## src/common/cpu_macros.svh

```systemverilog
`ifndef CPU_MACROS_SVH
`define CPU_MACROS_SVH

// ======================================================================
// Datapath widths
// ======================================================================
`define XLEN        64              // Data word and PC width
`define INSTR_W     32              // Instruction width
`define REG_ADDR_W  5               // Register number width
`define NUM_REGS    32
`define ZERO_REG    31              // Reads zero, never written

`define PC_STEP     4               // Bytes per instruction
`define RESET_PC    0
`define DMEM_WORDS  64              // Data memory depth in 64-bit words

// ======================================================================
// Opcodes, matched on the top bits of the instruction
// ======================================================================
`define OP_ADD      11'b10001011000
`define OP_SUB      11'b11001011000
`define OP_ADDI     10'b1001000100  // Leading 10 bits
`define OP_LDUR     11'b11111000010
`define OP_STUR     11'b11111000000
`define OP_B        6'b000101       // Leading 6 bits
`define OP_CBZ      8'b10110100     // Leading 8 bits

`endif
```

## src/common/pipePkg.sv

```systemverilog
`include "cpu_macros.svh"

package pipePkg;

    typedef logic [`XLEN-1:0]       wordT;    // Data and PC values
    typedef logic [`REG_ADDR_W-1:0] regAddrT; // Register number

    // ALU function
    typedef enum logic [1:0] {
        aluAdd,
        aluSub,
        aluPassB
    } aluOpT;

    // Operand source in execute
    typedef enum logic [1:0] {
        fwdNone,
        fwdMem,     // From EX/MEM
        fwdWb       // From MEM/WB
    } fwdSelT;

endpackage

```

## src/common/isaPkg.sv

```systemverilog
`include "cpu_macros.svh"

package isaPkg;

    // ==================================================================
    // Instruction fields
    // ==================================================================
    typedef logic [`INSTR_W-1:0] instrT;    // Whole instruction word
    typedef logic [10:0]         opcodeT;   // Bits 31:21
    typedef logic [11:0]         imm12T;    // ADDI immediate
    typedef logic [8:0]          dAddr9T;   // LDUR/STUR byte offset
    typedef logic [25:0]         brAddr26T; // B offset in words
    typedef logic [18:0]         condAddr19T; // CBZ offset in words

    // Decoded class, unknown encodings land on clsNop
    typedef enum logic [2:0] {
        clsAdd,
        clsSub,
        clsAddi,
        clsLdur,
        clsStur,
        clsB,
        clsCbz,
        clsNop
    } instrClassT;

endpackage

```

## src/decode/decodeStage.sv

```systemverilog
`timescale 1ns/100ps
`include "cpu_macros.svh"

module decodeStage (
    input  logic             clk,
    input  logic             rstN,
    input  isaPkg::instrT    instrId,
    input  pipePkg::wordT    pcId,
    input  logic             wbValid,
    input  pipePkg::regAddrT wbReg,
    input  pipePkg::wordT    wbData,
    output logic             branchTaken,
    output pipePkg::wordT    branchTarget,
    output pipePkg::wordT    exA,
    output pipePkg::wordT    exB,
    output pipePkg::regAddrT exRn,
    output pipePkg::regAddrT exRm,
    output pipePkg::regAddrT exRd,
    output pipePkg::wordT    exImm,
    output pipePkg::aluOpT   exAluOp,
    output logic             exAluSrc,
    output logic             exMemRead,
    output logic             exMemWrite,
    output logic             exRegWrite
);

    isaPkg::opcodeT     opcode;
    isaPkg::imm12T      imm12;
    isaPkg::dAddr9T     dAddr9;
    isaPkg::brAddr26T   brAddr26;
    isaPkg::condAddr19T condAddr19;
    isaPkg::instrClassT cls;
    pipePkg::regAddrT   rn;
    pipePkg::regAddrT   rm;
    pipePkg::regAddrT   rd;
    pipePkg::regAddrT   readReg2;
    pipePkg::wordT      readData1;
    pipePkg::wordT      readData2;
    pipePkg::wordT      imm;
    pipePkg::wordT      brOffset;
    pipePkg::aluOpT     aluOp;
    logic               regWrite;
    logic               memRead;
    logic               memWrite;
    logic               aluSrc;

    // ==================================================================
    // Fields and classification
    // ==================================================================
    assign opcode     = instrId[31:21];
    assign imm12      = instrId[21:10];
    assign dAddr9     = instrId[20:12];
    assign brAddr26   = instrId[25:0];
    assign condAddr19 = instrId[23:5];
    assign rd         = instrId[4:0];
    assign rn         = instrId[9:5];
    assign rm         = instrId[20:16];

    always_comb begin
        cls = isaPkg::clsNop;                                   // Unknown encodings
        if (opcode == `OP_ADD)            cls = isaPkg::clsAdd;
        else if (opcode == `OP_SUB)       cls = isaPkg::clsSub;
        else if (opcode[10:1] == `OP_ADDI) cls = isaPkg::clsAddi;
        else if (opcode == `OP_LDUR)      cls = isaPkg::clsLdur;
        else if (opcode == `OP_STUR)      cls = isaPkg::clsStur;
        else if (opcode[10:3] == `OP_CBZ) cls = isaPkg::clsCbz;
        else if (opcode[10:5] == `OP_B)   cls = isaPkg::clsB;
    end

    always_comb begin
        regWrite = 1'b0;
        memRead  = 1'b0;
        memWrite = 1'b0;
        aluSrc   = 1'b0;
        aluOp    = pipePkg::aluAdd;
        readReg2 = rm;
        case (cls)
            isaPkg::clsAdd:  regWrite = 1'b1;
            isaPkg::clsSub: begin
                regWrite = 1'b1;
                aluOp    = pipePkg::aluSub;
            end
            isaPkg::clsAddi: begin
                regWrite = 1'b1;
                aluSrc   = 1'b1;
            end
            isaPkg::clsLdur: begin
                regWrite = 1'b1;
                memRead  = 1'b1;
                aluSrc   = 1'b1;                                // Base plus offset
            end
            isaPkg::clsStur: begin
                memWrite = 1'b1;
                aluSrc   = 1'b1;
                readReg2 = rd;                                  // Store data in Rt
            end
            isaPkg::clsCbz: begin
                readReg2 = rd;                                  // Tested register
                aluOp    = pipePkg::aluPassB;
            end
            default: aluOp = pipePkg::aluPassB;                 // B and NOP
        endcase
        if (rd == pipePkg::regAddrT'(`ZERO_REG)) regWrite = 1'b0;  // x31 stays zero
    end

    assign imm = (cls == isaPkg::clsAddi) ? {{(`XLEN-12){1'b0}}, imm12}
                                          : {{(`XLEN-9){dAddr9[8]}}, dAddr9};

    regFile regs (
        .clk       (clk),
        .rstN      (rstN),
        .readReg1  (rn),
        .readReg2  (readReg2),
        .writeEn   (wbValid),
        .writeReg  (wbReg),
        .writeData (wbData),
        .readData1 (readData1),
        .readData2 (readData2)
    );

    // ==================================================================
    // Branch resolution, next fetch is the target
    // ==================================================================
    assign brOffset     = (cls == isaPkg::clsB) ? {{(`XLEN-26){brAddr26[25]}}, brAddr26}
                                                : {{(`XLEN-19){condAddr19[18]}}, condAddr19};
    assign branchTarget = pcId + (brOffset << 2);               // Word offset to bytes
    assign branchTaken  = (cls == isaPkg::clsB) ||
                          (cls == isaPkg::clsCbz && readData2 == '0);

    // ID/EX register
    always_ff @(posedge clk) begin
        if (!rstN) begin
            exRegWrite <= 1'b0;
            exMemRead  <= 1'b0;
            exMemWrite <= 1'b0;
        end else begin
            exRegWrite <= regWrite;
            exMemRead  <= memRead;
            exMemWrite <= memWrite;
        end
    end

    always_ff @(posedge clk) begin
        exA      <= readData1;
        exB      <= readData2;
        exRn     <= rn;
        exRm     <= readReg2;                                   // Forwarding tracks real source
        exRd     <= rd;
        exImm    <= imm;
        exAluOp  <= aluOp;
        exAluSrc <= aluSrc;
    end

endmodule

```

## src/decode/regFile.sv

```systemverilog
`timescale 1ns/100ps
`include "cpu_macros.svh"

module regFile (
    input  logic             clk,
    input  logic             rstN,
    input  pipePkg::regAddrT readReg1,
    input  pipePkg::regAddrT readReg2,
    input  logic             writeEn,
    input  pipePkg::regAddrT writeReg,
    input  pipePkg::wordT    writeData,
    output pipePkg::wordT    readData1,
    output pipePkg::wordT    readData2
);

    pipePkg::wordT regs [`NUM_REGS];

    always_ff @(posedge clk) begin
        if (!rstN) begin
            for (int i = 0; i < `NUM_REGS; i++) begin
                regs[i] <= '0;
            end
        end else if (writeEn) begin
            regs[writeReg] <= writeData;    // x31 never arrives here
        end
    end

    // Write-through so decode sees this cycle's retirement
    assign readData1 = (writeEn && writeReg == readReg1) ? writeData : regs[readReg1];
    assign readData2 = (writeEn && writeReg == readReg2) ? writeData : regs[readReg2];

endmodule

```

## config.mk

```make
export PLATFORM = sky130hd
export DESIGN_NAME = decodeStage
export DESIGN_NICKNAME = d
export VERILOG_FILES = /design/src/common/pipePkg.sv /design/src/common/isaPkg.sv /design/src/decode/decodeStage.sv /design/src/decode/regFile.sv
export VERILOG_INCLUDE_DIRS = /design/src /design/src/common
export SDC_FILE = /design/constraint.sdc
export NUM_CORES = 2
export LEC_CHECK = 0
export BUFFER_PORTS_ARGS = -buffer_cell sky130_fd_sc_hd__buf_4
export CAP_MARGIN = 0
export CELL_PAD_IN_SITES_DETAIL_PLACEMENT = 2
export CELL_PAD_IN_SITES_GLOBAL_PLACEMENT = 2
export CORE_ASPECT_RATIO = 1.1
export CORE_MARGIN = 2
export CORE_UTILIZATION = 30
export CTS_BUF_LIST = sky130_fd_sc_hd__clkbuf_4 sky130_fd_sc_hd__clkbuf_8 sky130_fd_sc_hd__clkbuf_16
export DETAILED_ROUTE_END_ITERATION = 7
export GPL_TIMING_DRIVEN = 1
export PLACE_DENSITY = 0.69
export SKIP_CTS_REPAIR_TIMING = 1
export SLEW_MARGIN = 0
export SYNTH_ARGS = -nofsm -noshare
export SYNTH_HDL_FRONTEND = slang
export SYNTH_SLANG_ARGS = --single-unit
```

## constraint.sdc

```tcl
create_clock -name clk -period 7.2 [get_ports clk]
set_clock_uncertainty 0.05 [all_clocks]
set_input_delay 0.36 -clock clk [delete_from_list [all_inputs] [get_ports clk]]
set_output_delay 0.36 -clock clk [all_outputs]
set_load 0.02 [all_outputs]
```

==> summary.log <==
qor: synth.postSynthAreaPerCell 12.0 µm²
qor: cells_and_area.final_net_count 10.3k
qor: floorplanning.design.portCount 446
qor: clock_network.clock_sinks 2210
qor: synth.synth_edf_count 2048
qor: routing.routedWlPerCell 38.2 µm
qor: place.port_buffers 441
qor: power_and_ir_drop.power-per-cell-area 247 mW/mm²
qor: cells_and_area.fin_util 35.0%
qor: place.post-place-cells 15.0k
qor: timing.hold_ws -20.8 ps
qor: routing.vias 95.8k
qor: place.place.detailed.hpwl 340 mm
qor: routing.routed_via_density 6.12
qor: power_and_ir_drop.totalPowerFinal 34.4 mW
qor: global_route.pin_count_of_the_biggest_net_entering_global_routing 129
qor: critical_path.critical_path.startpoint_type input port
qor: synth.synth_flop_cell edfxtp_1
qor: floorplanning.std_cell_rows 243
qor: global_route.grt_pass1_vias 99.0k
qor: timing.worst_slack -175 ps
qor: job.maxCapViolCount 2
qor: timing.final_period_util 102%
qor: cells_and_area.nFillCells 41.1k
qor: floorplanning.initial_utilization 30.1%
qor: timing.tightestPinTransition 1560 ps
qor: critical_path.max_stage_delay 640 ps
qor: power_and_ir_drop.power.leakage 50.8 nW
qor: timing.slew-limit-headroom -4.83%
qor: cells_and_area.final_common_cell and2_1
qor: global_route.number_of_antenna_violations_at_the_first_check_in_global_routing 107
qor: floorplanning.die_height 667 µm
qor: synth.synth_warnings 0
qor: cells_and_area.post_layout_nonfiller_instances 15.7k
qor: status.run_status finished, violations left
qor: synth.yosys.cell_types.count 82
qor: routing.drc_errors 0
qor: cells_and_area.post-route-cell-area 0.139 mm²
qor: critical_path.cp-end-kind output pin
qor: timing.rsz_0062_raised_after_global_routing false
qor: timing.post-route-min-period 7370 ps
qor: synth.synth_seq_area_share 54.0%
qor: place.post_dp_cell_area 0.130 mm²
qor: timing.fin_setup_tns -175 ps
qor: timing.finalHoldViolations 4
qor: clock_network.cts_root_buffer clkbuf_16
qor: global_route.grt_first_pass_wirelength 809 mm
qor: synth.syn_area 0.120 mm²
qor: critical_path.cp_data_arrival_time 6960 ps
qor: synth.ys_ff_latch 2210
qor: global_route.grt_remaining_overflow 0
qor: cells_and_area.top_library_cells_by_usage_in_the_layout_fill_and_taps_aside 2056 x and2_1, 2048 x edfxtp_1, 1610 x nand2_1, 652 x buf_4, 640 x mux4_2
qor: critical_path.critPathRequiredTime 6790 ps
qor: critical_path.critical_path.most_common_cell buf_4
qor: routing.drt_iter0_markers 12.8k
qor: clock_network.tritoncts yes
qor: floorplanning.core-area 0.398 mm²
qor: clock_network.source_to_sink_clock_delay_at_the_later_pin_of_the_worst_skew_pair 1000 ps
qor: critical_path.critical_path.max_fanout 15
qor: cells_and_area.synthesis_to_finish_area_growth 16.1%
qor: timing.setup_viol 1
qor: clock_network.clock_tree.htree_level_count 4
qor: critical_path.critical_path.slowest_cell nand2_1
qor: cells_and_area.drive_gt1_share 19.0%
qor: synth.synth-async-reset-ratio 0%
qor: routing.drtPass1Iterations 5
qor: critical_path.timing_worst_setup_path_type in2out
qor: global_route.global_route.usage.total 28.5%
qor: place.place_ws -165 ps
qor: clock_network.max-clock-path-buffers 4
qor: status.violations hold timing, capacitance limit, slew limit, setup timing
qor: synth.post_synth_inst_count 10.0k
qor: floorplanning.fp.dieW 607 µm
qor: clock_network.numCtsBuffers 244
qor: place.gp_routability_congestion 0.867
qor: synth.synth_nets 10.3k
qor: critical_path.crit_chain buf_4 -> or3b_1 -> o21a_4 -> buf_4 -> o21ai_1 -> and2_4 -> inv_6 -> nand2_1 -> buf_4 -> a21oi_1 -> or4_1 -> a31oi_1 -> buf_4 -> a2111oi_0 -> buf_4 -> nand4_1 -> nor4_1 -> buf_4 -> nand4_1 -> nand2_1 -> buf_4
qor: routing.antenna_violating_nets_post_route 0
qor: floorplanning.die-area 0.405 mm²
qor: power_and_ir_drop.worst_ir_drop_vdd 0.000205 V
qor: hold_path.min_path_type in2reg
qor: routing.drt_wl_total 598 mm
qor: clock_network.clk_transition_reported_paths 60 ps
qor: timing.slew_viol_final 5
qor: timing.peak_freq 136 MHz
-- cell families (layout without fill, tap and decap cells) --
| family | after synthesis | in the layout | synth area share [%] |
|---|---|---|---|
| adder cells (fa/ha/maj) | 62 | 62 | 0.653 |
| multiplexers | 1096 | 1096 | 15.9 |
| other | 0 | 93 | 0 |
| buffers and inverters | 1057 | 1326 | 3.68 |
| AND/OR/NAND/NOR | 4573 | 4573 | 19.7 |
| flip-flops | 2210 | 2210 | 54.0 |
| XOR/XNOR | 63 | 63 | 0.460 |
| AO/OA/AOI/OAI | 973 | 974 | 5.65 |
-- per-layer routing --
layer / GRT usage, % / vias to the layer above / routed length, µm
met4: 18.4 / 10 / 39500
met1: 34.4 / 50830 / 216000
li1: - / 36852 / -
met5: 0 / - / 69
met2: 46.8 / 6405 / 284000
met3: 5.25 / 1709 / 57500
-- sequential cells by signal (all words and copies together), names as in the netlist, 2 cells and up --
name       cells
exA           64
exAluOp        2
exB           64
exImm         13
exRd           5
exRm           5
exRn           5
regs.regs   2048
-- synthesized netlist by cell type, types with 34 or more instances --
cell type / instances / area, µm²
edfxtp_1: 2048 / 61500
clkbuf_1: 706 / 2650
o2111a_1: 38 / 428
ha_1: 61 / 763
mux4_2: 640 / 14400
a21o_1: 49 / 368
buf_2: 153 / 766
a21oi_1: 175 / 876
and2_1: 2058 / 12900
xnor2_1: 44 / 385
nor2_1: 81 / 304
mux2i_1: 414 / 4140
o21ai_0: 175 / 876
nand3_1: 581 / 2910
buf_4: 57 / 428
and3_1: 91 / 569
nand2_1: 1610 / 6040
dfxtp_1: 162 / 3240
mux2_2: 37 / 417
a211oi_1: 61 / 458
a311oi_1: 90 / 788
nor4_1: 43 / 269
o22ai_1: 34 / 213
buf_1: 103 / 387
a31oi_1: 103 / 644
-- final cells by class --
cell class / count / area (µm²) / share of cell area [%]
antenna: 93 / 233 / 0.167
clock buffer: 339 / 7090 / 5.09
clock inverter: 114 / 1190 / 0.854
inverter: 33 / 146 / 0.105
multi-input combinational: 6768 / 51700 / 37.1
sequential: 2210 / 64700 / 46.5
tap: 5267 / 6590 / 4.73
timing repair buffer: 840 / 7640 / 5.48
-- power by group --
group	switching [mW]	internal, mW	leakage, nW
Combinational	3.67	1.95	25.8
Sequential	0.547	14.8	20.8
Clock	5.80	7.59	4.15
-- path summary, 6_finish.rpt --
kind / cells after the start / slack [ps] / from / to
worst max register to register: 4 / 4440 / regs.regs[27][26] / exA[26]
worst min-delay path: 3 / -20 / wbValid / exA[63]
worst min register to register: 5 / 860 / regs.regs[30][31] / exB[31]
worst max-delay path: 21 / -170 / instrId[26] / branchTaken
-- worst max-delay path: cells and delay by family --
kind	cells	cell delay (ps)
and+or+nand+nor	8	2890
buffers and inverters	8	2170
AOI/OAI and AO/OA	5	1460
Power figures use the tool's default switching activity.
