===== src/common/cpu_macros.svh =====
`ifndef CPU_MACROS_SVH
`define CPU_MACROS_SVH

// ======================================================================
// Datapath widths
// ======================================================================
`define XLEN        64              // Data word and PC width
`define INSTR_W     32              // Instruction width
`define REG_ADDR_W  5               // Register number width
`define NUM_REGS    32
`define ZERO_REG    31              // Reads zero, never written

`define PC_STEP     4               // Bytes per instruction
`define RESET_PC    0
`define DMEM_WORDS  64              // Data memory depth in 64-bit words

// ======================================================================
// Opcodes, matched on the top bits of the instruction
// ======================================================================
`define OP_ADD      11'b10001011000
`define OP_SUB      11'b11001011000
`define OP_ADDI     10'b1001000100  // Leading 10 bits
`define OP_LDUR     11'b11111000010
`define OP_STUR     11'b11111000000
`define OP_B        6'b000101       // Leading 6 bits
`define OP_CBZ      8'b10110100     // Leading 8 bits

`endif

===== src/common/pipePkg.sv =====
`include "cpu_macros.svh"

package pipePkg;

    typedef logic [`XLEN-1:0]       wordT;    // Data and PC values
    typedef logic [`REG_ADDR_W-1:0] regAddrT; // Register number

    // ALU function
    typedef enum logic [1:0] {
        aluAdd,
        aluSub,
        aluPassB
    } aluOpT;

    // Operand source in execute
    typedef enum logic [1:0] {
        fwdNone,
        fwdMem,     // From EX/MEM
        fwdWb       // From MEM/WB
    } fwdSelT;

endpackage


===== src/execute/executeStage.sv =====
`timescale 1ns/100ps

module executeStage (
    input  logic             clk,
    input  logic             rstN,
    input  pipePkg::wordT    exA,
    input  pipePkg::wordT    exB,
    input  pipePkg::regAddrT exRn,
    input  pipePkg::regAddrT exRm,
    input  pipePkg::regAddrT exRd,
    input  pipePkg::wordT    exImm,
    input  pipePkg::aluOpT   exAluOp,
    input  logic             exAluSrc,
    input  logic             exMemRead,
    input  logic             exMemWrite,
    input  logic             exRegWrite,
    input  logic             wbValid,
    input  pipePkg::regAddrT wbReg,
    input  pipePkg::wordT    wbData,
    output pipePkg::wordT    memAddr,       // ALU result
    output pipePkg::wordT    memStoreData,
    output pipePkg::regAddrT memRd,
    output logic             memRead,
    output logic             memWrite,
    output logic             memRegWrite
);

    pipePkg::fwdSelT fwdA;
    pipePkg::fwdSelT fwdB;
    pipePkg::wordT   opA;
    pipePkg::wordT   opB;
    pipePkg::wordT   aluB;
    pipePkg::wordT   aluRes;

    // ==================================================================
    // Forwarding
    // ==================================================================
    function automatic pipePkg::fwdSelT pickFwd(input pipePkg::regAddrT src);
        if (memRegWrite && memRd == src) begin
            return pipePkg::fwdMem;                     // Youngest producer wins
        end else if (wbValid && wbReg == src) begin
            return pipePkg::fwdWb;
        end
        return pipePkg::fwdNone;
    endfunction

    function automatic pipePkg::wordT fwdValue(input pipePkg::fwdSelT sel,
                                               input pipePkg::wordT regVal);
        case (sel)
            pipePkg::fwdMem: return memAddr;
            pipePkg::fwdWb:  return wbData;
            default:         return regVal;
        endcase
    endfunction

    always_comb begin
        fwdA = pickFwd(exRn);
        fwdB = pickFwd(exRm);
        opA  = fwdValue(fwdA, exA);
        opB  = fwdValue(fwdB, exB);             // Also the store data
    end

    assign aluB = exAluSrc ? exImm : opB;

    // ALU
    always_comb begin
        case (exAluOp)
            pipePkg::aluAdd: aluRes = opA + aluB;
            pipePkg::aluSub: aluRes = opA - aluB;
            default:         aluRes = aluB;     // Pass B
        endcase
    end

    // ==================================================================
    // EX/MEM register
    // ==================================================================
    always_ff @(posedge clk) begin
        if (!rstN) begin
            memRead     <= 1'b0;
            memWrite    <= 1'b0;
            memRegWrite <= 1'b0;
        end else begin
            memRead     <= exMemRead;
            memWrite    <= exMemWrite;
            memRegWrite <= exRegWrite;
        end
    end

    always_ff @(posedge clk) begin
        memAddr      <= aluRes;
        memStoreData <= opB;
        memRd        <= exRd;
    end

endmodule


===== config.mk =====
export PLATFORM = sky130hd
export DESIGN_NAME = executeStage
export DESIGN_NICKNAME = d
export VERILOG_FILES = /design/src/common/pipePkg.sv /design/src/execute/executeStage.sv
export VERILOG_INCLUDE_DIRS = /design/src /design/src/common
export SDC_FILE = /design/constraint.sdc
export NUM_CORES = 1
export LEC_CHECK = 0
export BUFFER_PORTS_ARGS = -buffer_cell sky130_fd_sc_hd__buf_2
export CAP_MARGIN = 5
export CORE_UTILIZATION = 35
export CTS_BUF_LIST = sky130_fd_sc_hd__clkbuf_16
export CTS_CLUSTER_SIZE = 12
export DETAILED_ROUTE_END_ITERATION = 10
export GPL_ROUTABILITY_DRIVEN = 0
export HOLD_SLACK_MARGIN = 0.06
export RECOVER_POWER = 100
export SLEW_MARGIN = 20
export SYNTH_ARGS = -nofsm -noshare
export SYNTH_HDL_FRONTEND = slang
export SYNTH_SLANG_ARGS = --single-unit
export TNS_END_PERCENT = 50

===== constraint.sdc =====
create_clock -name clk -period 8.25 [get_ports clk]
set_input_delay 0.4125 -clock clk [delete_from_list [all_inputs] [get_ports clk]]
set_output_delay 0.4125 -clock clk [all_outputs]
set_load 0.01 [all_outputs]

==> qor.csv, run 1 <==
metric,value,unit
cell types occupying the most area after synthesis,"sky130_fd_sc_hd__dfxtp_1 (22%), sky130_fd_sc_hd__mux2i_1 (9.8%), sky130_fd_sc_hd__ha_1 (6.5%)",
final clock period utilization by the worst path,90.98,%
type of the worst min-delay path,input port to register,
switching share of total power,38.97,%
number of hold buffers added after CTS,4,
post-route DRC violation count,0,
fraction of final layout cells with drive strength greater than 1,17.61,%
TritonCTS clock tree,built,
Initial Utilization,35.64,%
endpoint of the worst hold path,memRd[1]$_DFF_P_,
number of hold-slack violations in the final timing report,0,
total global routing track utilization,29.28,%
share of total power in the clock network,30.7,%
number of nets in the synthesized netlist,2011,
antenna violations before repair,7,
Via Count,14303,
initial drt markers,1398,
Mean Syn Cell Area,7.430,um^2
instance count after placement with tap cells included,2463,
Cell Rows,68,
library cell with the largest summed area after synthesis,sky130_fd_sc_hd__dfxtp_1,
nets,2381,
Max Transition Viols Final,0,
final routed wirelength across all metal layers,54.28,mm
Port Buf Inserts,420,
TritonCTS Sinks,136,
cells after synthesis,1661,
final worst clock skew,12.01,ps
switching power,0.001141,W
FF-to-FF path depth,24,
setup TNS after final layout,0,ps
Register-to-Register Setup Slack,740,ps
flip-flop and latch count after synthesis,136,
Final setup viols,0,
Post-synth EDFFs,0,
share of async-settable or async-resettable flops after synthesis,0,%
hold_sp,exRd[1],
Static Leak,6.368,nW
clock period minus worst slack,7506,ps
Clock Path Buffers,2,
FF-to-FF Start,memRd[3]$_DFF_P_,
quantity of gates resized following cts,0,
worst slew slack as a fraction of its limit,23.87,%
run status,"complete, no violations",
global-route wire length before repair,80.29,mm
die height,189.8,um
clock buffers created by TritonCTS,17,
share of the synthesized area in the top cell type,22.06,%
number of maximum-capacitance violations,0,
primary flip-flop cell chosen by synthesis mapping,sky130_fd_sc_hd__dfxtp_1,
via/cell ratio,5.710,
fill cell count,3586,
Power Total,0.002929,W
number of top-level pins,421,
DR WL/cell,21.67,um
kind of start point of the critical path,register,
setup fix buffers added after clock tree synthesis,0,
clock slew at reported path FFs,60,ps
H-tree depth reported by CTS,4,
FF-to-FF End,memAddr[60]$_DFF_P_,
part of the Yosys area used for sequential elements,22.06,%
overflow left after global routing,0,
latest clock arrival within the worst-skew pair,450,ps
area added between synthesis and finish,24.22,%
critical setup path kind,register to register,
unrepaired setup endpoints after global routing,false,
number of iterations in the first detailed-routing pass,5,
core area,0.03463,mm^2
post-layout instance count excluding filler cells,2505,
Antenna Violating Nets Remaining,0,
fraction of power consumed by combinational cells,39.9,%
floorplan die width,189.8,um
via count of the first global-routing pass,13796,
top-count cell post-synth,sky130_fd_sc_hd__nand2_1,
detailed placement HPWL,42.53,mm
DIE AREA,0.03602,mm^2
maximum clock frequency,133.2,MHz
"Data required, critical path",8570,ps
pin count of the biggest net entering global routing,73,
post-synthesis instance area,0.01234,mm^2
root buf cell,sky130_fd_sc_hd__clkbuf_16,
maximum vdd drop,151.9,uV
"top cells by count, synth","sky130_fd_sc_hd__nand2_1 (189), sky130_fd_sc_hd__o21ai_0 (153), sky130_fd_sc_hd__a21oi_1 (152)",
slew at the pin with the worst max-slew slack,1142,ps
internal cell power,0.001787,W
"Arr. time, crit path",7820,ps
cell area power density,191.0,mW/mm^2
Crit Path Max Fanout,13,
Reg power frac,29.3,%
post-synthesis cell type count,79,
total number of yosys warnings,0,
Setup crit end kind,register,
cell depth of the worst hold path,1,
how the worst max path moves through the flow:
stage	to	slack [ps]	startpoint
floorplan	memAddr[60]$_DFF_P_	2140	exAluSrc
global placement	memAddr[60]$_DFF_P_	940	exRm[3]
detailed placement	memAddr[60]$_DFF_P_	630	exRm[0]
CTS	memAddr[60]$_DFF_P_	930	memRd[2]$_DFF_P_
global route	memAddr[62]$_DFF_P_	200	memRd[3]$_DFF_P_
finish	memAddr[60]$_DFF_P_	740	memRd[3]$_DFF_P_
worst max-delay path, cell delays in order, from the launching register on:
cell and delay (ps):
sky130_fd_sc_hd__dfxtp_1 470, sky130_fd_sc_hd__xnor2_1 130, sky130_fd_sc_hd__and2_0 230, sky130_fd_sc_hd__buf_4 260, sky130_fd_sc_hd__a32oi_1 190, sky130_fd_sc_hd__a2bb2oi_1 150, sky130_fd_sc_hd__nor4_1 530, sky130_fd_sc_hd__o2111ai_1 380
sky130_fd_sc_hd__nor4_4 510, sky130_fd_sc_hd__nand3_2 230, sky130_fd_sc_hd__nor2_1 540, sky130_fd_sc_hd__a21oi_1 160, sky130_fd_sc_hd__xor2_1 180, sky130_fd_sc_hd__ha_1 400, sky130_fd_sc_hd__nand2_1 160, sky130_fd_sc_hd__or4_1 550
sky130_fd_sc_hd__or3_1 410, sky130_fd_sc_hd__nor3_1 270, sky130_fd_sc_hd__nor4_1 170, sky130_fd_sc_hd__o31ai_1 620, sky130_fd_sc_hd__o2111ai_1 220, sky130_fd_sc_hd__nand3_1 210, sky130_fd_sc_hd__a21boi_0 140, sky130_fd_sc_hd__xor2_1 160
sky130_fd_sc_hd__mux2i_1 80
cell type report:
class	instances	area, um^2	share of cell area, %
diodes	6	15.01	0.09793
clock buffers	17	425.4	2.775
clock inverters	15	235.2	1.534
inverters	20	76.32	0.4978
multi-input cells	1401	9095	59.32
flip-flops and latches	136	2723	17.76
well taps	455	569.3	3.713
repair buffers	455	2192	14.30
routing by layer:
| metal | wire, um | GRT usage [%] |
|---|---|---|
| met1 | 22940 | 36.63 |
| met2 | 25850 | 49.69 |
| met3 | 3766 | 4.870 |
| met4 | 1707 | 11.88 |
| met5 | 17 | 0 |
through the flow:
step                      util, %  area, um^2  worst slack [ps]  hold WS, ps
after floorplan                 -       12340              2140        440.2
after global placement      42.81       14830             936.5        506.7
after detailed placement    42.81       14830             633.0        506.5
after CTS                   44.84       15530             926.1        75.82
after global routing        44.27       15330             203.7        125.4
final                       44.27       15330             744.4        121.7
power by group through the flow:
| stage | clock [W] | combinational, W | sequential, W |
|---|---|---|---|
| CTS | 0.000909 | 0.00118 | 0.000855 |
| global route | 0.000938 | 0.00127 | 0.000871 |
| global placement | 0 | 0.00117 | 0.000868 |
| floorplan | 0 | 0.000718 | 0.000891 |
| finish | 0.000900 | 0.00117 | 0.000860 |
| detailed placement | 0 | 0.00117 | 0.000867 |
cell families after synthesis:
logic type	share of synthesized area (%)
DFF	22.06
muxes	10.39
buffers and inverters	4.339
adders and majority gates	6.650
xor gates and xnor gates	9.722
AOI/OAI and AO/OA	26.16
and+or+nand+nor	20.68
state kept, by name (all words and copies together) (netlist names):
signal        count
memRd             5
memWrite          1
memStoreData     64
memRegWrite       1
memRead           1
memAddr          64
cells in the final DEF, fill, tap and decap left out, types with 13 or more instances in the layout:
cell type / n
sky130_fd_sc_hd__a31oi_1: 65
sky130_fd_sc_hd__nand2b_1: 13
sky130_fd_sc_hd__inv_1: 22
sky130_fd_sc_hd__nand3_1: 40
sky130_fd_sc_hd__nand2_1: 189
sky130_fd_sc_hd__nor3_1: 43
sky130_fd_sc_hd__a211oi_1: 16
sky130_fd_sc_hd__a21oi_1: 152
sky130_fd_sc_hd__xor2_1: 80
sky130_fd_sc_hd__clkbuf_16: 17
sky130_fd_sc_hd__o31ai_1: 13
sky130_fd_sc_hd__mux2i_1: 121
sky130_fd_sc_hd__or3_1: 14
sky130_fd_sc_hd__dfxtp_1: 136
sky130_fd_sc_hd__nor2_1: 145
sky130_fd_sc_hd__xnor2_1: 57
sky130_fd_sc_hd__clkbuf_1: 146
sky130_fd_sc_hd__and3_1: 15
sky130_fd_sc_hd__a21o_1: 30
sky130_fd_sc_hd__ha_1: 64
sky130_fd_sc_hd__buf_4: 25
sky130_fd_sc_hd__o21ai_0: 154
sky130_fd_sc_hd__buf_2: 279
Power figures use the tool's default switching activity.
==> run 2, diff against run 1 <==
Settings changed: PLACE_DENSITY from default to 0.61.
==> qor.csv, run 2 (synthesis results as in run 1) <==
metric,value,unit
run status,"complete, no violations",
pin count of the biggest net entering global routing,91,
number of hold-slack violations in the final timing report,0,
final clock period utilization by the worst path,93.38,%
Static Leak,6.306,nW
die height,189.8,um
unrepaired setup endpoints after global routing,false,
number of top-level pins,421,
switching power,0.001132,W
global-route wire length before repair,79.70,mm
Initial Utilization,35.64,%
area added between synthesis and finish,23.20,%
Slowest Stage Delay on Critical Path,570,ps
initial drt markers,1264,
total global routing track utilization,29.06,%
FF-to-FF Start,memRd[0]$_DFF_P_,
final worst clock skew,14.46,ps
Buf/Inv on CP,2,
maximum vdd drop,159.3,uV
Final setup viols,0,
clock period minus worst slack,7704,ps
met1 layer usage reported by global route,36.79,%
Largest regs,"memAddr x64, memStoreData x64, memRd x5",
via/cell ratio,5.696,
fin area,0.01520,mm^2
TritonCTS clock tree,built,
clock slew at reported path FFs,60,ps
setup TNS after final layout,0,ps
Via Count,14268,
latest clock arrival within the worst-skew pair,460,ps
Antenna Violating Nets Remaining,0,
hold_sp,exRd[3],
TritonCTS Sinks,136,
detailed placement HPWL,42.77,mm
"Data required, critical path",8580,ps
global-route track usage on met2,48.89,%
DR WL/cell,21.50,um
kind of start point of the critical path,register,
share of total power in the clock network,26.6,%
Max Transition Viols Final,0,
"commonest non-fill, non-tap cell in the layout",sky130_fd_sc_hd__buf_2,
kind of cell adding the most delay to the critical path,simple AND/OR/NAND/NOR gates,
fraction of power consumed by combinational cells,42.3,%
fill cell count,3641,
worst slew slack as a fraction of its limit,24.68,%
highest-count cells in the layout ignoring fill and taps,"sky130_fd_sc_hd__buf_2 (279), sky130_fd_sc_hd__nand2_1 (189), sky130_fd_sc_hd__o21ai_0 (154)",
switching share of total power,40.95,%
Cell Rows,68,
slew at the pin with the worst max-slew slack,1130,ps
Global Route met3 Usage,4.464,%
Clock Path Buffers,2,
Reg power frac,31.1,%
Setup crit end kind,register,
DIE AREA,0.03602,mm^2
Post-DP Area,0.01485,mm^2
"Arr. time, crit path",8030,ps
via count of the first global-routing pass,13649,
cell area power density,181.8,mW/mm^2
Crit Path Max Fanout,13,
clock buffers created by TritonCTS,17,
critical setup path kind,register to register,
internal cell power,0.001632,W
root buf cell,sky130_fd_sc_hd__clkbuf_16,
number of maximum-capacitance violations,0,
most crowded layer after global routing,met2,
type of the worst min-delay path,input port to register,
antenna violations before repair,2,
floorplan die width,189.8,um
core area,0.03463,mm^2
Port Buf Inserts,420,
number of iterations in the first detailed-routing pass,8,
maximum clock frequency,129.8,MHz
overflow left after global routing,0,
post-route DRC violation count,0,
H-tree depth reported by CTS,4,
first element of the critical path,memRd[0]$_DFF_P_,
CP max-delay cell,sky130_fd_sc_hd__o31ai_1,
fraction of final layout cells with drive strength greater than 1,17.72,%
final routed wirelength across all metal layers,53.86,mm
nets,2385,
==> run 2: power groups by stage <==
| stage | clock network (W) | logic, W | registers [W] |
|---|---|---|---|
| 6_report | 0.000736 | 0.00117 | 0.000859 |
| 5_1_grt | 0.000767 | 0.00127 | 0.000868 |
| 4_1_cts | 0.000743 | 0.00118 | 0.000853 |
| 3_5_place_dp | 0 | 0.00117 | 0.000866 |
| 3_3_place_gp | 0 | 0.00116 | 0.000867 |
| 2_1_floorplan | 0 | 0.000718 | 0.000891 |
==> run 2: through the flow <==
stage	hold WS (ps)	instances	setup WS (ps)	utilization [%]	total power [W]
after floorplan	440.2	1661	2140	-	0.001609
after global placement	493.7	2468	660.3	42.88	0.002032
after detailed placement	501.9	2468	353.3	42.88	0.002038
after CTS	61.67	2502	652.2	44.49	0.002776
after global routing	69.45	2505	135.5	43.91	0.002910
final	79.45	2505	546.2	43.91	0.002764
==> run 2: layout make-up <==
| cell class | instances | area (um^2) | share of cell area, % |
|---|---|---|---|
| multi-input combinational | 1401 | 9092 | 59.80 |
| sequential | 136 | 2723 | 17.91 |
| timing repair buffer | 459 | 2201 | 14.47 |
| tap | 455 | 569.3 | 3.744 |
| clock buffer | 17 | 425.4 | 2.798 |
| clock inverter | 15 | 112.6 | 0.7406 |
| inverter | 20 | 76.32 | 0.5020 |
| antenna | 2 | 5.005 | 0.03292 |
==> run 2: repair_timing <==
item,in CTS,in global routing
hold buffers,2,0
setup buffers,0,1
endpoints found under the setup margin,0,3
hold endpoints to repair,2,0
resized for setup,0,0
==> run 2: per-layer routing <==
metal / wire, um / vias to the layer above / part of all wire (%)
met2: 25330 / 643 / 47
met4: 1825 / 0 / 3.4
met1: 22910 / 6713 / 43
met5: 0 / - / 0
met3: 3795 / 96 / 7.0
li1: - / 6816 / -
==> run 2: final timing paths <==
| kind | end | slack [ps] | cells after the start |
|---|---|---|---|
| setup reg to reg | memAddr[60]$_DFF_P_ | 550 | 25 |
| setup / recovery | memAddr[60]$_DFF_P_ | 550 | 25 |
| hold / removal | memRd[3]$_DFF_P_ | 80 | 1 |
| hold reg to reg | memStoreData[42]$_DFF_P_ | 530 | 1 |
