<file path="src/common/cpu_macros.svh">
`ifndef CPU_MACROS_SVH
`define CPU_MACROS_SVH

// ======================================================================
// Datapath widths
// ======================================================================
`define XLEN        64              // Data word and PC width
`define INSTR_W     32              // Instruction width
`define REG_ADDR_W  5               // Register number width
`define NUM_REGS    32
`define ZERO_REG    31              // Reads zero, never written

`define PC_STEP     4               // Bytes per instruction
`define RESET_PC    0
`define DMEM_WORDS  64              // Data memory depth in 64-bit words

// ======================================================================
// Opcodes, matched on the top bits of the instruction
// ======================================================================
`define OP_ADD      11'b10001011000
`define OP_SUB      11'b11001011000
`define OP_ADDI     10'b1001000100  // Leading 10 bits
`define OP_LDUR     11'b11111000010
`define OP_STUR     11'b11111000000
`define OP_B        6'b000101       // Leading 6 bits
`define OP_CBZ      8'b10110100     // Leading 8 bits

`endif
</file>
<file path="src/common/pipePkg.sv">
`include "cpu_macros.svh"

package pipePkg;

    typedef logic [`XLEN-1:0]       wordT;    // Data and PC values
    typedef logic [`REG_ADDR_W-1:0] regAddrT; // Register number

    // ALU function
    typedef enum logic [1:0] {
        aluAdd,
        aluSub,
        aluPassB
    } aluOpT;

    // Operand source in execute
    typedef enum logic [1:0] {
        fwdNone,
        fwdMem,     // From EX/MEM
        fwdWb       // From MEM/WB
    } fwdSelT;

endpackage

</file>
<file path="src/common/isaPkg.sv">
`include "cpu_macros.svh"

package isaPkg;

    // ==================================================================
    // Instruction fields
    // ==================================================================
    typedef logic [`INSTR_W-1:0] instrT;    // Whole instruction word
    typedef logic [10:0]         opcodeT;   // Bits 31:21
    typedef logic [11:0]         imm12T;    // ADDI immediate
    typedef logic [8:0]          dAddr9T;   // LDUR/STUR byte offset
    typedef logic [25:0]         brAddr26T; // B offset in words
    typedef logic [18:0]         condAddr19T; // CBZ offset in words

    // Decoded class, unknown encodings land on clsNop
    typedef enum logic [2:0] {
        clsAdd,
        clsSub,
        clsAddi,
        clsLdur,
        clsStur,
        clsB,
        clsCbz,
        clsNop
    } instrClassT;

endpackage

</file>
<file path="src/logic/fetchUnit.sv">
`timescale 1ns/100ps
`include "cpu_macros.svh"

module fetchUnit (
    input  logic          clk,
    input  logic          rstN,
    input  logic          branchTaken,  // Decode decision this cycle
    input  pipePkg::wordT branchTarget,
    output pipePkg::wordT imemAddr,
    input  isaPkg::instrT imemData,
    output isaPkg::instrT instrId,
    output pipePkg::wordT pcId
);

    pipePkg::wordT pc;
    pipePkg::wordT pcNext;

    assign imemAddr = pc;                   // Combinational fetch
    assign pcNext   = branchTaken ? branchTarget
                                  : pc + pipePkg::wordT'(`PC_STEP);

    always_ff @(posedge clk) begin
        if (!rstN) begin
            pc <= pipePkg::wordT'(`RESET_PC);
        end else begin
            pc <= pcNext;
        end
    end

    // ==================================================================
    // IF/ID register
    // ==================================================================
    always_ff @(posedge clk) begin
        if (!rstN) begin
            instrId <= '0;                  // Zero word decodes as NOP
        end else begin
            instrId <= imemData;
        end
    end

    always_ff @(posedge clk) begin
        pcId <= pc;                         // Branch base for decode
    end

endmodule

</file>
<file path="config.mk">
export PLATFORM = sky130hd
export DESIGN_NAME = fetchUnit
export DESIGN_NICKNAME = d
export VERILOG_FILES = /design/src/common/pipePkg.sv /design/src/common/isaPkg.sv /design/src/logic/fetchUnit.sv
export VERILOG_INCLUDE_DIRS = /design/src /design/src/common
export SDC_FILE = /design/constraint.sdc
export NUM_CORES = 1
export LEC_CHECK = 0
export BUFFER_PORTS_ARGS = -buffer_cell sky130_fd_sc_hd__buf_2
export CORE_MARGIN = 2
export CORE_UTILIZATION = 50
export DETAILED_ROUTE_END_ITERATION = 6
export PLACE_DENSITY = 0.89
export RECOVER_POWER = 50
export SLEW_MARGIN = 5
export SYNTH_ARGS = -nofsm -noshare
export SYNTH_HDL_FRONTEND = slang
export SYNTH_SLANG_ARGS = --single-unit
</file>
<file path="constraint.sdc">
create_clock -name clk -period 7.4 [get_ports clk]
set_clock_uncertainty 0.15 [all_clocks]
set_input_delay 1.48 -clock clk [delete_from_list [all_inputs] [get_ports clk]]
set_output_delay 1.48 -clock clk [all_outputs]
set_load 0.01 [all_outputs]
</file>
==> results by group, run 1 <==
Floorplanning
  • Io pins: 259
  • FP Rows: 39
  • Starting Density: 51.13%
  • Core ar.: 11420 um2
  • Die Area: 12560 um2
  • Die width: 112.1 um
  • Chip height: 112.1 um

Power and ir drop
  • Leakage power: 3.352 nW
  • Peak VDD IR: 0.2015 mV
  • Cell Pwr Density: 265.9 nW/um2

Drt
  • Starting DRT DRC Count: 451
  • Vias per inst: 5.488
  • Total wire length: 16.01 mm
  • Final antenna-violating net count: 0
  • DRC errors left: 0
  • First drt pass iteration count: 5
  • Via count: 5450
  • Avg WL per Cell: 16.12 um

Clocking
  • CTS clk-pin slew, worst paths: 0.06 ns
  • CTS Sinks: 160
  • Hold_buf cts: 0
  • Clock root buffer: clkbuf_16
  • CTS Buffer Depth: 2
  • Worst-skew pair later-pin latency: 0.43 ns
  • # resized after CTS: 0
  • Total CTS buffers: 17
  • H-tree depth: 4
  • Setup bufs post-CTS: 0
  • CTS tree: built

STA
  • Slew Limit Fails: 0
  • Worst slew pin tran: 1.008 ns
  • Hold_ws: 0.2193 ns
  • Final setup viols: 0
  • Final min period: 3.222 ns
  • RSZ-0062 raised after global routing: no
  • Slew headroom: 32.56%
  • Hold Vio Cnt, Final: 0
  • Final setup margin: 4.178 ns
  • Peak Freq: 310.4 MHz
  • Crit share post-route: 43.54%
  • Post-route setup TNS: 0 ns

Yosys
  • Syn avg cell area: 9.795 um2
  • Commonest register cell after synthesis: dfxtp_1
  • Post-synthesis sequential area ratio: 54.86%
  • Yosys synthesis warning count: 0
  • Mapped Area: 5838 um2
  • Syn Nets: 696
  • Async set or reset register ratio after synthesis: 0%
  • Gate Count Post-Synth: 596
  • Netlist cell types: 46
  • Post-synth EDFFs: 0
  • Seq cells post-synth: 160

Setup path
  • R2r setup slk: 4.47 ns
  • CP startpoint kind: input port
  • Reg2reg start: imemAddr[2]
  • CP Class: in2reg
  • WP data arrival: 3.38 ns
  • Critical Path Sink Type: register
  • Worst Path Max Fanout: 59
  • Required time of the worst setup path: 7.56 ns
  • Setup crit start: branchTaken

Cells and area
  • Fill cells: 957
  • Share of cells above drive strength 1: 28.86%
  • Synth-to-layout area growth: 32.13%
  • Layout Nets: 936
  • Area of the multi-input gates: 2464 um2
  • FF/Latch Area: 3203 um2

Place
  • Post-detail-place hpwl: 10.94 mm
  • Routability Congestion: 0.8618
  • Post-placement setup slack: 3.713 ns
  • Port Buffers: 258

Job
  • # Max-Cap Violations: 0

Run status
  • Status: completed

Global route
  • Total gr overflow: 0
  • Initial antenna violation count: 1
  • First-pass GRT wire length: 24.93 mm
  • Vias in the first global route: 4905
  • Largest net degree at the start of global routing: 108
  • Gr usage total: 24.91%

Worst hold path
  • HP Class: reg2reg
  • Hold path start: imemAddr[1]
## flip-flops by register name, indices dropped and copies added, names as in the netlist
| register | cells |
|---|---|
| imemAddr | 64 |
| pcId | 64 |
| instrId | 32 |
## where the power goes
part           switching (mW)  total [mW]  internal (mW)
clock                   0.347       0.898          0.551
combinational          0.0994       0.183         0.0839
sequential             0.0495       0.970          0.920
## metrics by stage
stage	utilization, %	cell area (um2)	power, mW	std cells
global placement	62.77	7167	1.168	960
finish	67.55	7714	2.051	993
global route	67.55	7714	2.125	993
floorplan	-	5838	1.071	596
CTS	68.12	7779	2.066	992
detailed placement	62.77	7167	1.175	960
## routing by layer
metal | GRT usage, % | vias up | wire length [um]
met5 | 0 | - | 0
met4 | 10.24 | 0 | 338
met3 | 6.965 | 23 | 1293
met2 | 42.46 | 225 | 7960
met1 | 29.81 | 2566 | 6413
li1 | - | 2636 | -
## worst paths after layout
kind                            depth (start not counted)            to
worst max-delay path                                    7  imemAddr[57]
worst max register to register                          6  imemAddr[52]
worst min register to register                          0       pcId[1]
worst min-delay path                                    0       pcId[1]
## cells in the mapped netlist, types with 3 or more instances
| library cell | count | area share (%) |
|---|---|---|
| dfxtp_1 | 160 | 55 |
| o21ai_0 | 49 | 4.2 |
| and2_1 | 41 | 4.4 |
| nand2_1 | 39 | 2.5 |
| clkbuf_1 | 32 | 2.1 |
| nand3_1 | 30 | 2.6 |
| nand4_1 | 29 | 3.1 |
| nor2_1 | 23 | 1.5 |
| xor2_1 | 18 | 2.7 |
| a21oi_1 | 17 | 1.5 |
| and4_1 | 15 | 2.3 |
| a211oi_1 | 13 | 1.7 |
| nor3_1 | 13 | 1.1 |
| or3_1 | 11 | 1.2 |
| or4_1 | 11 | 1.4 |
| xnor2_1 | 10 | 1.5 |
| and3_1 | 9 | 0.96 |
| o211a_1 | 9 | 1.5 |
| a31oi_1 | 8 | 0.86 |
| nor3b_1 | 7 | 0.90 |
| buf_2 | 5 | 0.43 |
| mux2i_1 | 5 | 0.86 |
| nor2b_1 | 4 | 0.43 |
| nor4_1 | 4 | 0.43 |
| o2111a_1 | 4 | 0.77 |
| a211o_1 | 3 | 0.45 |
| nand2b_1 | 3 | 0.32 |
## area by class of cell
cell class / instances / share of cell area (%)
sequential: 160 / 41.52
multi-input combinational: 394 / 31.94
timing repair buffer: 261 / 16.16
clock buffer: 21 / 5.969
tap: 143 / 2.320
clock inverter: 11 / 1.963
inverter: 2 / 0.09732
antenna: 1 / 0.03244
## critical path, cell delays in order
cell     delay (ns)
buf_2          0.08
buf_4          0.50
inv_2          0.42
buf_4          0.40
and3_1         0.23
a32oi_1        0.16
nand3_1        0.09
## placed cells by master, fill, tap and decap left out, types with 2 or more instances in the layout
| cell type | instances |
|---|---|
| buf_2 | 204 |
| dfxtp_1 | 160 |
| clkbuf_1 | 56 |
| o21ai_0 | 49 |
| nand2_1 | 39 |
| nand3_1 | 30 |
| nand4_1 | 29 |
| and2_1 | 28 |
| nor2_1 | 23 |
| xor2_1 | 18 |
| a21oi_1 | 17 |
| clkbuf_16 | 17 |
| and4_1 | 15 |
| and2_0 | 13 |
| nor3_1 | 13 |
| a211oi_1 | 13 |
| or4_1 | 11 |
| or3_1 | 11 |
| xnor2_1 | 10 |
| and3_1 | 9 |
| o211a_1 | 9 |
| a31oi_1 | 8 |
| nor3b_1 | 7 |
| mux2i_1 | 5 |
| nor2b_1 | 4 |
| nor4_1 | 4 |
| o2111a_1 | 4 |
| a211o_1 | 3 |
| nand2b_1 | 3 |
| bufinv_16 | 3 |
| inv_6 | 3 |
| buf_4 | 3 |
| nand4_2 | 2 |
| a32oi_1 | 2 |
| o31ai_1 | 2 |
| nand4b_1 | 2 |
| clkinv_2 | 2 |
| clkinv_4 | 2 |
| clkbuf_8 | 2 |
## cells by family (layout without fill, tap and decap cells)
group	after synthesis	after routing	synth area share [%]
muxes	7	7	1.243
xor gates and xnor gates	28	28	4.201
buffers and inverters	42	295	2.936
DFF	160	160	54.86
adders and majority gates	1	1	0.2143
other	0	1	0
and+or+nand+nor	247	247	24.43
AOI/OAI and AO/OA	111	111	12.11
(Power assumes the default switching activity.)
==> run 2: changes to the inputs <==
- CORE_UTILIZATION: 50 -> 47
- PLACE_DENSITY: 0.89 -> 0.85
- clock period: 7.4 -> 3 ns (I/O delays scaled with it)
==> run 2 against run 1 <==
- the flow now finishes with violations (capacitance limit, slew limit)
- core utilization is 3.2 points lower
- critical path depth is 3 lower
- die area is 6.2% higher
- clock-buffer cell count is 1 lower
- via count is 0.13% higher
- sequential cell count stayed put
- power is 140% higher
- clock power is 130% higher
- sequential power is 150% higher
- non-clock buffer count is 10 higher
- final cell count is 3.4% higher
- setup slack worse by 3.9 ns
- highest routed layer unchanged
==> results by group, run 2 (same netlist as run 1, synthesis figures left out) <==
Clocking
  • Total CTS buffers: 17
  • H-tree depth: 4
  • CTS Sinks: 160
  • Setup bufs post-CTS: 0
  • Hold_buf cts: 0
  • # resized after CTS: 0
  • Clock root buffer: clkbuf_16
  • CTS tree: built
  • CTS clk-pin slew, worst paths: 0.06 ns
  • Worst-skew pair later-pin latency: 0.41 ns
  • CTS Buffer Depth: 2

Setup path
  • CP startpoint kind: input port
  • Critical Path Sink Type: register
  • WP data arrival: 2.88 ns
  • Worst Path Max Fanout: 44
  • CP Class: in2reg
  • Required time of the worst setup path: 3.21 ns

Global route
  • Met1 usage: 27.81%
  • Vias in the first global route: 4878
  • Largest net degree at the start of global routing: 59
  • First-pass GRT wire length: 24.48 mm
  • Grt peak-use layer: met2
  • Initial antenna violation count: 1
  • Met2 usage: 41.33%
  • Gr usage total: 23.65%
  • Total gr overflow: 0
  • GR Util met3: 6.276%

Power and ir drop
  • Clock share of power: 41.6%
  • Leakage power: 3.357 nW
  • Cell Pwr Density: 630.5 nW/um2
  • Sw Share: 24.48%
  • Sequential group share of total power: 48.8%
  • Logic pwr share: 9.7%
  • Pint: 3.698 mW
  • Peak VDD IR: 0.6476 mV
  • Net Sw Power: 1.198 mW

Cells and area
  • Share of cells above drive strength 1: 28.67%
  • Commonest cells after routing, fill and taps aside: 201 x buf_2, 160 x dfxtp_1, 64 x clkbuf_1, 49 x o21ai_0, 39 x nand2_1
  • Commonest non-fill, non-tap cell in the layout: buf_2
  • Synth-to-layout area growth: 33.00%
  • Layout Nets: 946

Place
  • Port Buffers: 258
  • Routability Congestion: 0.8653
  • Post-detail-place hpwl: 12.22 mm

Floorplanning
  • Io pins: 259
  • Starting Density: 48.40%
  • FP Rows: 40
  • Die Area: 13330 um2
  • Chip height: 115.5 um
  • Die width: 115.5 um
  • Core ar.: 12060 um2

STA
  • RSZ-0062 raised after global routing: no
  • Peak Freq: 374.1 MHz
  • Post-route setup TNS: 0 ns
  • Hold_ws: 0.2241 ns
  • Slew headroom: -24.49%
  • Crit share post-route: 89.09%
  • Final setup viols: 0
  • Final min period: 2.673 ns
  • Slew Limit Fails: 44
  • Worst slew pin tran: 1.867 ns
  • Hold Vio Cnt, Final: 0

Drt
  • First drt pass iteration count: 6
  • Starting DRT DRC Count: 433
  • Vias per inst: 5.314
  • DRC errors left: 0
  • Total wire length: 16.59 mm
  • Avg WL per Cell: 16.16 um
  • Final antenna-violating net count: 0
  • Via count: 5457

Run status
  • Status: complete, but fails checks
  • Failing checks: capacitance limit, slew limit

Worst hold path
  • HP Class: reg2reg

Job
  • # Max-Cap Violations: 1
run 2: cell types whose count changed in the layout (fill, tap and decap cells not counted), moves of 3 or more:
cell	change
and2_1	+5
clkbuf_1	+8
and2_0	-5
buf_2	-3
clkinv_2	+3
buf_4	+3
run 2: layer usage:
metal / wire [um] / share of wire [%]
met3: 1258 / 7.6
met5: 0 / 0
met1: 6723 / 41
met4: 324 / 2.0
met2: 8286 / 50
run 2: critical path: stages:
cell and delay [ns]:
clkbuf_1 1.32, clkbuf_2 0.56, o21ai_0 0.15, o21ba_2 0.25
run 2: layout make-up:
class / instances / area, um2
Sequential cell: 160 / 3203
Fill cell: 960 / 4297
Antenna cell: 1 / 2.502
Timing Repair Buffer: 271 / 1325
Clock inverter: 11 / 116.4
Tap cell: 168 / 210.2
Clock buffer: 20 / 436.7
Inverter: 2 / 7.507
Multi-Input combinational cell: 394 / 2464
run 2: worst paths after layout:
| kind | startpoint | end | slack [ns] | cells past startpoint |
|---|---|---|---|---|
| hold / removal | imemAddr[0] | pcId[0] | 0.22 | 0 |
| setup reg to reg | imemAddr[2] | imemAddr[44] | 0.40 | 6 |
| hold reg to reg | imemAddr[0] | pcId[0] | 0.22 | 0 |
| setup / recovery | rstN | imemAddr[22] | 0.33 | 4 |
run 2: through the flow:
step / worst slack, ns / power [mW] / instance area, um2 / std cells / util, %
detailed placement: 0.4605 / 2.919 / 7298 / 995 / 60.51
CTS: 0.4520 / 4.939 / 7851 / 1026 / 65.09
finish: 0.3272 / 4.896 / 7765 / 1027 / 64.38
global route: 0.1371 / 5.090 / 7765 / 1027 / 64.38
floorplan: 0.5823 / 2.642 / 5838 / 596 / -
global placement: 0.5301 / 2.906 / 7298 / 995 / 60.51
run 2: power groups by stage:
stage | combinational (mW) | sequential [mW] | clock, mW
floorplan | 0.158 | 2.48 | 0
global placement | 0.484 | 2.42 | 0
detailed placement | 0.489 | 2.43 | 0
CTS | 0.491 | 2.38 | 2.06
global route | 0.517 | 2.41 | 2.17
finish | 0.473 | 2.39 | 2.03
==> run 3: changes to the inputs <==
--- a/config.mk
+++ b/config.mk
@@ -11,4 +11,5 @@
 export CORE_UTILIZATION = 47
 export DETAILED_ROUTE_END_ITERATION = 6
+export GPL_TIMING_DRIVEN = 0
 export PLACE_DENSITY = 0.85
 export RECOVER_POWER = 50
==> constraint.sdc (replaced) <==
create_clock -name clk -period 3 [get_ports clk]
set_clock_uncertainty 0.15 [all_clocks]
set_input_delay 0.3 -clock clk [delete_from_list [all_inputs] [get_ports clk]]
set_output_delay 0.3 -clock clk [all_outputs]
set_load 0.01 [all_outputs]
==> run 3 against run 2 <==
- the run now ends clean
- clock-buffer cell count increased by 3
- largest cell class unchanged
- fmax decreased by 3.8%
- critical path depth increased by 4
- hold slack got worse by 0.21 ns
- sequential share of layout area decreased by 2.9 points
- die area unchanged
- clock power increased by 5%
- critical path type is now reg2reg
- wire length increased by 19%
- largest power group unchanged
- sequential cell count unchanged
- final cell count increased by 7.8%
- combinational power increased by 12%
- cell area increased by 7.5%
==> results by group, run 3 (same netlist as run 1, synthesis figures left out) <==
Floorplanning
  • Die Area: 13330 um2
  • FP Rows: 40
  • Starting Density: 48.40%
  • Die width: 115.5 um
  • Chip height: 115.5 um
  • Io pins: 259
  • Core ar.: 12060 um2

Global route
  • Gr usage total: 28.53%
  • Initial antenna violation count: 1
  • Total gr overflow: 0
  • Vias in the first global route: 5768
  • Largest net degree at the start of global routing: 17
  • First-pass GRT wire length: 29.04 mm

Cells and area
  • Commonest non-fill, non-tap cell in the layout: buf_2
  • Share of cells above drive strength 1: 21.96%
  • Layout Nets: 1025
  • Synth-to-layout area growth: 42.93%
  • Final core occ: 69.18%
  • Commonest cells after routing, fill and taps aside: 166 x buf_2, 160 x dfxtp_1, 129 x clkbuf_1, 53 x dlygate4sd3_1, 49 x o21ai_0

Setup path
  • CP startpoint kind: register
  • Critical Path Sink Type: register
  • WP data arrival: 2.98 ns
  • CP Class: reg2reg
  • Required time of the worst setup path: 3.20 ns
  • Worst Path Max Fanout: 10
  • Reg2reg start: imemAddr[2]
  • Setup crit start: imemAddr[2]

STA
  • Slew headroom: 51.59%
  • Peak Freq: 359.9 MHz
  • RSZ-0062 raised after global routing: no
  • Post-route setup TNS: 0 ns
  • Hold Vio Cnt, Final: 0
  • Slew Limit Fails: 0
  • Final min period: 2.778 ns
  • Worst slew pin tran: 0.7262 ns
  • Crit share post-route: 92.61%
  • Final setup viols: 0

Power and ir drop
  • Leakage power: 3.473 nW
  • Peak VDD IR: 0.4518 mV
  • Cell Pwr Density: 606.0 nW/um2

Drt
  • Starting DRT DRC Count: 460
  • Avg WL per Cell: 17.81 um
  • Vias per inst: 5.385
  • First drt pass iteration count: 5
  • Total wire length: 19.72 mm
  • Via count: 5961
  • DRC errors left: 0
  • Final antenna-violating net count: 0

Clocking
  • Clock root buffer: clkbuf_16
  • CTS tree: built
  • Total CTS buffers: 17
  • H-tree depth: 4
  • CTS clk-pin slew, worst paths: 0.07 ns
  • CTS Sinks: 160
  • Worst-skew pair later-pin latency: 0.42 ns
  • CTS Buffer Depth: 2

Worst hold path
  • Hold path start: branchTarget[62]
  • HP Class: in2reg

Job
  • # Max-Cap Violations: 0

Place
  • Routability Congestion: 0.8835
  • Port Buffers: 257
  • Post-detail-place hpwl: 13.21 mm

Run status
  • Status: completed
==> run 3: changes by cell type in the layout (fill, tap and decap cells not counted), moves of 6 or more <==
| cell | change |
|---|---|
| clkbuf_1 | +65 |
| dlygate4sd3_1 | +53 |
| and2_0 | -8 |
| buf_2 | -35 |
| and2_1 | +8 |
| buf_4 | -6 |
| clkinv_4 | +6 |
==> run 3: layout make-up <==
cell class	count	area, um2
fill	955	3717
tap	168	210.2
inverter	2	7.507
antenna	1	2.502
multi-input combinational	394	2464
buffer	40	163.9
sequential	160	3203
clock buffer	23	498.0
clock inverter	9	98.84
timing repair buffer	310	1697
==> run 3: final timing paths <==
kind | endpoint | slack (ns) | cells after the start
setup reg to reg | imemAddr[40] | 0.22 | 8
setup / recovery | imemAddr[40] | 0.22 | 8
hold reg to reg | pcId[0] | 0.23 | 0
hold / removal | imemAddr[62] | 0.02 | 3
==> run 3: per-layer routing <==
| layer | routed length [um] | GRT usage (%) |
|---|---|---|
| met2 | 9798 | 50.80 |
| met4 | 799 | 15.26 |
| met1 | 7623 | 31.80 |
| met5 | 0 | 0 |
| met3 | 1496 | 6.119 |
==> run 3: power by group <==
group	switching [mW]	internal [mW]	leakage, nW	total [mW]
combinational	0.284	0.247	1.85	0.531
sequential	0.129	2.27	1.33	2.40
clock	0.863	1.26	0.290	2.13
total	1.28	3.78	3.47	5.06
==> run 3: what timing repair did <==
item                                   4_1_cts  5_1_grt
endpoints found under the hold margin       53        0
resized for setup                            0        0
hold buffers                                53        0
setup buffers                                0        0
==> run 3: per-stage QoR <==
step                      hold WS (ns)  instances  power, mW  worst slack, ns  area [um2]
after floorplan                 0.2426        596      2.642           0.5823        5838
after global placement          0.2113       1021      2.909           0.3191        7335
after detailed placement        0.2128       1021      2.923           0.2436        7335
after CTS                    0.0007709       1106      5.087           0.2306        8462
after global routing           0.01789       1107      5.217          0.03508        8344
final                          0.01550       1107      5.057           0.2216        8344
==> run 3: critical path: stages, from the launching register on <==
cell,delay (ns)
dfxtp_1,0.46
ha_1,0.27
and4_1,0.20
buf_2,0.20
nand4_1,0.13
or4_1,0.52
clkbuf_1,0.23
or3_1,0.38
a31oi_1,0.15
